File: src/design/lsu_pkg.sv
// Load/store unit shared types
`default_nettype none

package lsu_pkg;

    //------------------------------------------------------------
    // Widths
    //------------------------------------------------------------

    localparam int unsigned lsu_xlen = 64;  // RV64 data and address width

    //------------------------------------------------------------
    // Execute-side command
    //------------------------------------------------------------

    typedef enum logic [3:0] {
        LSU_CMD_NONE,
        LSU_CMD_LB,
        LSU_CMD_LBU,
        LSU_CMD_LH,
        LSU_CMD_LHU,
        LSU_CMD_LW,
        LSU_CMD_LWU,
        LSU_CMD_LD,
        LSU_CMD_SB,
        LSU_CMD_SH,
        LSU_CMD_SW,
        LSU_CMD_SD
    } lsu_cmd_e;

    //------------------------------------------------------------
    // Data memory side
    //------------------------------------------------------------

    typedef enum logic {
        MEM_CMD_RD,
        MEM_CMD_WR
    } mem_cmd_e;

    // Encoded as log2 of the byte count
    typedef enum logic [1:0] {
        MEM_WIDTH_BYTE  = 2'd0,
        MEM_WIDTH_HWORD = 2'd1,
        MEM_WIDTH_WORD  = 2'd2,
        MEM_WIDTH_DWORD = 2'd3
    } mem_width_e;

    typedef enum logic [1:0] {
        MEM_RESP_NOTRDY = 2'd0,  // No response this cycle
        MEM_RESP_RDY_OK = 2'd1,
        MEM_RESP_RDY_ER = 2'd2   // Bus error, becomes access fault
    } mem_resp_e;

    //------------------------------------------------------------
    // Exception codes, as in mcause
    //------------------------------------------------------------

    typedef enum logic [3:0] {
        EXC_CODE_NONE             = 4'd0,
        EXC_CODE_LD_ADDR_MISALIGN = 4'd4,
        EXC_CODE_LD_ACCESS_FAULT  = 4'd5,
        EXC_CODE_ST_ADDR_MISALIGN = 4'd6,
        EXC_CODE_ST_ACCESS_FAULT  = 4'd7
    } exc_code_e;

    // Decoded operation, 5 bits
    typedef struct packed {
        logic       is_load;
        logic       is_store;
        mem_width_e width;
        logic       sign_ext;  // Only meaningful for loads
    } lsu_op_s;

endpackage : lsu_pkg

`default_nettype wire

File: src/design/lsu_cmd_decode.sv
// LSU command decoder
`timescale 1ns/1ps
`default_nettype none

module lsu_cmd_decode
    import lsu_pkg::*;
(
    input  lsu_cmd_e cmd_i,  // Command from execute
    output lsu_op_s  op_o    // Direction, width, signedness
);

    //------------------------------------------------------------
    // Command to operation map
    //------------------------------------------------------------

    always_comb begin
        op_o = '0;  // NONE and unused codes: no access
        case (cmd_i)
            LSU_CMD_LB: begin
                op_o.is_load  = 1'b1;
                op_o.width    = MEM_WIDTH_BYTE;
                op_o.sign_ext = 1'b1;
            end
            LSU_CMD_LBU: begin
                op_o.is_load  = 1'b1;
                op_o.width    = MEM_WIDTH_BYTE;
            end
            LSU_CMD_LH: begin
                op_o.is_load  = 1'b1;
                op_o.width    = MEM_WIDTH_HWORD;
                op_o.sign_ext = 1'b1;
            end
            LSU_CMD_LHU: begin
                op_o.is_load  = 1'b1;
                op_o.width    = MEM_WIDTH_HWORD;
            end
            LSU_CMD_LW: begin
                op_o.is_load  = 1'b1;
                op_o.width    = MEM_WIDTH_WORD;
                op_o.sign_ext = 1'b1;
            end
            LSU_CMD_LWU: begin
                op_o.is_load  = 1'b1;
                op_o.width    = MEM_WIDTH_WORD;
            end
            LSU_CMD_LD: begin
                op_o.is_load  = 1'b1;             // Full width, extension moot
                op_o.width    = MEM_WIDTH_DWORD;
            end
            LSU_CMD_SB: begin
                op_o.is_store = 1'b1;
                op_o.width    = MEM_WIDTH_BYTE;
            end
            LSU_CMD_SH: begin
                op_o.is_store = 1'b1;
                op_o.width    = MEM_WIDTH_HWORD;
            end
            LSU_CMD_SW: begin
                op_o.is_store = 1'b1;
                op_o.width    = MEM_WIDTH_WORD;
            end
            LSU_CMD_SD: begin
                op_o.is_store = 1'b1;
                op_o.width    = MEM_WIDTH_DWORD;
            end
            default: ;
        endcase

        // Direction must be one-hot or idle
        assert (!(op_o.is_load && op_o.is_store))
            else $error("lsu_cmd_decode: load and store both set for cmd %0d", cmd_i);
    end

endmodule : lsu_cmd_decode

`default_nettype wire

File: src/design/lsu_exc_gen.sv
// LSU exception generator
`timescale 1ns/1ps
`default_nettype none

module lsu_exc_gen
    import lsu_pkg::*;
(
    input  logic      req_i,       // Execute request strobe
    input  lsu_op_s   req_op_i,    // Decoded current command
    input  logic[2:0] addr_lo_i,   // Low address bits
    input  lsu_op_s   op_q_i,      // Operation in flight
    input  mem_resp_e resp_i,      // Memory response code
    output logic      misalign_o,  // Blocks the memory request
    output logic      exc_o,
    output exc_code_e exc_code_o
);

    logic addr_bad;  // Low bits nonzero for the width
    logic resp_er;

    //------------------------------------------------------------
    // Misalign check, request cycle
    //------------------------------------------------------------

    always_comb begin
        case (req_op_i.width)
            MEM_WIDTH_HWORD: addr_bad = addr_lo_i[0];
            MEM_WIDTH_WORD:  addr_bad = |addr_lo_i[1:0];
            MEM_WIDTH_DWORD: addr_bad = |addr_lo_i[2:0];
            default:         addr_bad = 1'b0;  // Bytes never fault
        endcase
    end

    assign misalign_o = req_i & addr_bad & (req_op_i.is_load | req_op_i.is_store);

    assign resp_er = (resp_i == MEM_RESP_RDY_ER);  // Access fault source

    //------------------------------------------------------------
    // Code select, bus error first
    //------------------------------------------------------------

    always_comb begin
        if (resp_er) begin
            exc_code_o = op_q_i.is_store ? EXC_CODE_ST_ACCESS_FAULT
                                         : EXC_CODE_LD_ACCESS_FAULT;
        end else if (misalign_o) begin
            exc_code_o = req_op_i.is_store ? EXC_CODE_ST_ADDR_MISALIGN
                                           : EXC_CODE_LD_ADDR_MISALIGN;
        end else begin
            exc_code_o = EXC_CODE_NONE;
        end
    end

    assign exc_o = resp_er | misalign_o;

    // No exception without a request or a response behind it
    always_comb begin
        assert (!exc_o || req_i || (resp_i != MEM_RESP_NOTRDY))
            else $error("lsu_exc_gen: exception with no request and no response");
    end

endmodule : lsu_exc_gen

`default_nettype wire

File: src/design/lsu_dmem_fsm.sv
// LSU data memory controller
`timescale 1ns/1ps
`default_nettype none

module lsu_dmem_fsm
    import lsu_pkg::*;
(
    input  logic      clk,
    input  logic      rst_n,
    input  logic      req_i,       // Execute request strobe
    input  logic      misalign_i,  // Request would fault
    input  lsu_op_s   req_op_i,    // Decoded current command
    input  logic      ack_i,       // Memory takes the request
    input  mem_resp_e resp_i,
    output logic      dmem_req_o,
    output logic      rdy_o,       // Response cycle
    output lsu_op_s   op_q_o       // Operation in flight
);

    typedef enum logic {
        ST_IDLE,
        ST_BUSY
    } fsm_state_e;

    fsm_state_e state_q;
    fsm_state_e state_d;
    logic       accept;     // Request and ack in idle
    logic       resp_rcvd;  // OK or error

    //------------------------------------------------------------
    // Handshake
    //------------------------------------------------------------

    assign dmem_req_o = (state_q == ST_IDLE) & req_i & ~misalign_i;
    assign accept     = dmem_req_o & ack_i;
    assign resp_rcvd  = (resp_i == MEM_RESP_RDY_OK) | (resp_i == MEM_RESP_RDY_ER);
    assign rdy_o      = resp_rcvd;

    //------------------------------------------------------------
    // State and operation registers
    //------------------------------------------------------------

    always_comb begin
        case (state_q)
            ST_IDLE: state_d = accept    ? ST_BUSY : ST_IDLE;
            ST_BUSY: state_d = resp_rcvd ? ST_IDLE : ST_BUSY;
            default: state_d = ST_IDLE;
        endcase
    end

    always_ff @(posedge clk or negedge rst_n) begin
        if (!rst_n) begin
            state_q <= ST_IDLE;
            op_q_o  <= '0;  // Neither load nor store
        end else begin
            state_q <= state_d;
            if (accept) op_q_o <= req_op_i;  // Held until next acceptance
        end
    end

    //------------------------------------------------------------
    // Protocol checks
    //------------------------------------------------------------

    a_no_resp_idle: assert property (@(posedge clk) disable iff (!rst_n)
        (state_q == ST_IDLE) |-> !resp_rcvd)
        else $error("lsu_dmem_fsm: memory response while idle");

    a_single_outstanding: assert property (@(posedge clk) disable iff (!rst_n)
        accept |=> !dmem_req_o)
        else $error("lsu_dmem_fsm: memory request issued while busy");

    a_no_req_misalign: assert property (@(posedge clk) disable iff (!rst_n)
        !(dmem_req_o && misalign_i))
        else $error("lsu_dmem_fsm: memory request on misaligned access");

endmodule : lsu_dmem_fsm

`default_nettype wire

File: src/design/lsu_load_align.sv
// LSU load data extension
`timescale 1ns/1ps
`default_nettype none

module lsu_load_align
    import lsu_pkg::*;
(
    input  lsu_op_s              op_q_i,   // Operation in flight
    input  logic[lsu_xlen-1:0]   rdata_i,  // Raw memory read data
    output logic[lsu_xlen-1:0]   ldata_o   // Extended load result
);

    logic sgn;  // Fill bit for the upper part

    //------------------------------------------------------------
    // Width select and extension
    //------------------------------------------------------------

    always_comb begin
        sgn = 1'b0;
        case (op_q_i.width)
            MEM_WIDTH_BYTE: begin
                sgn     = op_q_i.sign_ext & rdata_i[7];
                ldata_o = {{56{sgn}}, rdata_i[7:0]};
            end
            MEM_WIDTH_HWORD: begin
                sgn     = op_q_i.sign_ext & rdata_i[15];
                ldata_o = {{48{sgn}}, rdata_i[15:0]};
            end
            MEM_WIDTH_WORD: begin
                sgn     = op_q_i.sign_ext & rdata_i[31];  // LW vs LWU
                ldata_o = {{32{sgn}}, rdata_i[31:0]};
            end
            default: begin
                ldata_o = rdata_i;  // Doubleword as is
            end
        endcase
    end

endmodule : lsu_load_align

`default_nettype wire

File: src/design/lsu_top.sv
// Load/store unit top level
`timescale 1ns/1ps
`default_nettype none

module lsu_top
    import lsu_pkg::*;
(
    input  logic                clk,
    input  logic                rst_n,
    // Execute side
    input  logic                req_i,
    input  lsu_cmd_e            cmd_i,
    input  logic[lsu_xlen-1:0]  addr_i,
    input  logic[lsu_xlen-1:0]  sdata_i,       // Store data
    output logic                rdy_o,
    output logic[lsu_xlen-1:0]  ldata_o,
    output logic                exc_o,
    output exc_code_e           exc_code_o,
    // Data memory side
    output logic                dmem_req_o,
    output mem_cmd_e            dmem_cmd_o,
    output mem_width_e          dmem_width_o,
    output logic[lsu_xlen-1:0]  dmem_addr_o,
    output logic[lsu_xlen-1:0]  dmem_wdata_o,
    input  logic                dmem_ack_i,
    input  logic[lsu_xlen-1:0]  dmem_rdata_i,
    input  mem_resp_e           dmem_resp_i
);

    lsu_op_s req_op;    // Decoded current command
    lsu_op_s op_q;      // Registered in controller
    logic    misalign;

    lsu_cmd_decode lsu_cmd_decode_inst (
        .cmd_i (cmd_i),
        .op_o  (req_op)
    );

    lsu_exc_gen lsu_exc_gen_inst (
        .req_i      (req_i),
        .req_op_i   (req_op),
        .addr_lo_i  (addr_i[2:0]),
        .op_q_i     (op_q),
        .resp_i     (dmem_resp_i),
        .misalign_o (misalign),
        .exc_o      (exc_o),
        .exc_code_o (exc_code_o)
    );

    lsu_dmem_fsm lsu_dmem_fsm_inst (
        .clk        (clk),
        .rst_n      (rst_n),
        .req_i      (req_i),
        .misalign_i (misalign),
        .req_op_i   (req_op),
        .ack_i      (dmem_ack_i),
        .resp_i     (dmem_resp_i),
        .dmem_req_o (dmem_req_o),
        .rdy_o      (rdy_o),
        .op_q_o     (op_q)
    );

    lsu_load_align lsu_load_align_inst (
        .op_q_i  (op_q),
        .rdata_i (dmem_rdata_i),
        .ldata_o (ldata_o)
    );

    // Memory command fields straight from the decoder
    assign dmem_cmd_o   = req_op.is_store ? MEM_CMD_WR : MEM_CMD_RD;
    assign dmem_width_o = req_op.width;
    assign dmem_addr_o  = addr_i;
    assign dmem_wdata_o = sdata_i;  // No lane shifting, memory merges by width

endmodule : lsu_top

`default_nettype wire

File: config.mk
export PLATFORM = sky130hd
export DESIGN_NAME = lsu_top
export DESIGN_NICKNAME = d
export VERILOG_FILES = /design/src/design/lsu_pkg.sv /design/src/design/lsu_cmd_decode.sv /design/src/design/lsu_exc_gen.sv /design/src/design/lsu_dmem_fsm.sv /design/src/design/lsu_load_align.sv /design/src/design/lsu_top.sv
export SDC_FILE = /design/constraint.sdc
export NUM_CORES = 1
export LEC_CHECK = 0
export BUFFER_PORTS_ARGS = -buffer_cell sky130_fd_sc_hd__buf_2
export CELL_PAD_IN_SITES_DETAIL_PLACEMENT = 0
export CELL_PAD_IN_SITES_GLOBAL_PLACEMENT = 1
export CORE_AREA = 2 2 156 158
export CTS_BUF_LIST = sky130_fd_sc_hd__clkbuf_16
export DETAILED_ROUTE_END_ITERATION = 8
export DIE_AREA = 0 0 158 160
export PLACE_DENSITY_LB_ADDON = 0.12
export SLEW_MARGIN = 0
export SYNTH_ARGS = -nofsm -noshare
export SYNTH_HDL_FRONTEND = slang
export SYNTH_HIERARCHICAL = 1
export SYNTH_SLANG_ARGS = --single-unit
File: constraint.sdc
create_clock -name clk -period 1.7 [get_ports clk]
set_input_delay 0.085 -clock clk [delete_from_list [all_inputs] [get_ports clk]]
set_output_delay 0.085 -clock clk [all_outputs]
set_load 0.01 [all_outputs]
==> flow_summary.ini <==
[clock_tree]
cts.sinks = 5
root_buffer = clkbuf_16
clkLatencyLatePin_ps = 220
cts_tree = built
h-tree-depth = 1
cts_buffers = 3
clk_path_buf_depth = 2

[cells_and_area]
regArea_um2 = 128
nFillCells = 2865
areaGrowthSynthToFinish_pct = 18.6
layout-drive-gt1-share = 0.623
multiInputGateArea_um2 = 1040
fin_nets = 529
n_antenna_cell = 0

[route]
drt_pre_antenna_iters = 4
postRouteAntennaNets = 0
drc = 0
avgRoutedWirePerCell_um = 15.0
drtIter0Drc = 45
finalWirelength_mm = 9.76
vias_per_cell = 3.21
vias = 2089

[global_routing]
grt_max_degree = 46
grt_pass1_wl_mm = 12.8
grt_use_total = 0.0655
grt.overflow.total = 0
antenna_found_initial = 1
grt_pass1_vias = 2141

[worst_setup_path]
reg2reg_depth = 3
path_max_fanout = 4
critPathSlowestCell = or3b_4
r2r_start = lsu_dmem_fsm_inst/state_q
rrSetupSlack_ps = 440
cp_num_buf_inv = 3
crit_path_end_kind = output pin
crit_arrival_ps = 1580
reg2reg_to = lsu_dmem_fsm_inst/op_q_o[1]
critical_path_class = primary input to output pin
cp-startpoint = cmd_i[0]
slowest_delay_ps = 380
worstPathCellList = buf_8, or3b_4, a22oi_2, a21oi_2, buf_4, o41ai_4, buf_2
cp_data_required_time_ps = 1620
path_delay_family = compound AO/OA/AOI/OAI gates
worstSetupStartpointType = primary input

[power_and_ir_drop]
leakagePower_nw = 1.31
power_mw = 2.26
cellPowerDensity_nw_per_um2 = 832
ir_drop_uv = 216

[synthesis]
synthesis.nets = 519
syn_area_per_cell_um2 = 7.21
yosys_warnings = 6
netlist_instances = 317
synth_area_um2 = 2290

[die]
core_um2 = 23800
dieArea_um2 = 25300
die_y_um = 160
die_w_um = 158
rows = 57
start_util = 0.0960
ios = 404

[min_path]
hold_path_depth = 0
min_from = addr_i[18]
min_to = dmem_addr_o[18]
min_path_type = primary input to output pin

[timing]
slew_violations = 0
fmax_mhz = 600
period_needed_ps = 1670
clock_skew_ps = 1.68
fin_crit_sh = 0.981
hold_violations = 0
rsz0062_at_grt = true
tns_ps = 0
setup_viol = 0

[place]
place.gp.congestion = 0.644
io_buffers = 138
hpwl_mm = 7.36

[job]
cap_violations = 0

[status]
status = completed
## sequential cells by signal, indices dropped and copies added (netlist names)
name,cells
lsu_dmem_fsm_inst/state_q,1
lsu_dmem_fsm_inst/op_q_o,4
## cell usage in the layout, fill, tap and decap left out, types with 2 or more instances in the layout
cell type    n
buf_4       23
o211ai_2    14
dfrtp_2      2
clkbuf_16    5
dfrtp_1      3
o21ai_1      7
buf_12       4
nand2_1     25
o211ai_1    18
nand2b_4     2
mux2_4       4
o21ai_0     19
inv_1        4
nand3_1     32
buf_2      135
buf_6        4
## power by group
group	total, mW	switching (mW)	internal (mW)
Combinational	1.69	0.962	0.732
Sequential	0.190	0.0410	0.149
Clock	0.372	0.0685	0.304
## worst max-delay path by stage
stage / end / cells past startpoint
2_1_floorplan: lsu_dmem_fsm_inst/op_q_o[0] / 7
3_3_place_gp: lsu_dmem_fsm_inst/op_q_o[1] / 7
3_5_place_dp: lsu_dmem_fsm_inst/op_q_o[1] / 7
4_1_cts: ldata_o[44] / 4
5_1_grt: exc_code_o[1] / 7
6_report: exc_code_o[1] / 7
## layer usage
| metal | up-vias | track usage | share of wire |
|---|---|---|---|
| met5 | - | 0 | 0.0013 |
| met4 | 2 | 0.0295 | 0.041 |
| met3 | 54 | 0.0239 | 0.11 |
| met2 | 119 | 0.118 | 0.51 |
| met1 | 957 | 0.0668 | 0.34 |
| li1 | 957 | - | - |
## what timing repair did
item | 4_1_cts | 5_1_grt
resized for setup | 12 | 7
buffers inserted | 2 | 6
pin swaps | 4 | 7
setup endpoints to repair | 9 | 14
endpoints found under the hold margin | 5 | 0
gates cloned | 0 | 2
hold buffers | 1 | 0
## per-stage QoR
step                utilization  cells  cell area (um2)  setup slack [ps]  hold WS (ps)
global route              0.114    650             2710             -35.8           170
CTS                       0.108    642             2570             -15.0           170
floorplan                     -    317             2290              3.99          -211
detailed placement        0.101    635             2400              -777         -82.9
global placement          0.101    635             2400              -673         -89.5
finish                    0.114    650             2710              32.7           170
## area by class of cell
| class | instances | area share |
|---|---|---|
| clock buffers | 3 | 0.0277 |
| inverters | 3 | 0.00416 |
| well taps | 324 | 0.150 |
| clock inverters | 1 | 0.00139 |
| multi-input cells | 144 | 0.383 |
| repair buffers | 170 | 0.387 |
| flip-flops and latches | 5 | 0.0471 |
Power figures use the tool's default switching activity.
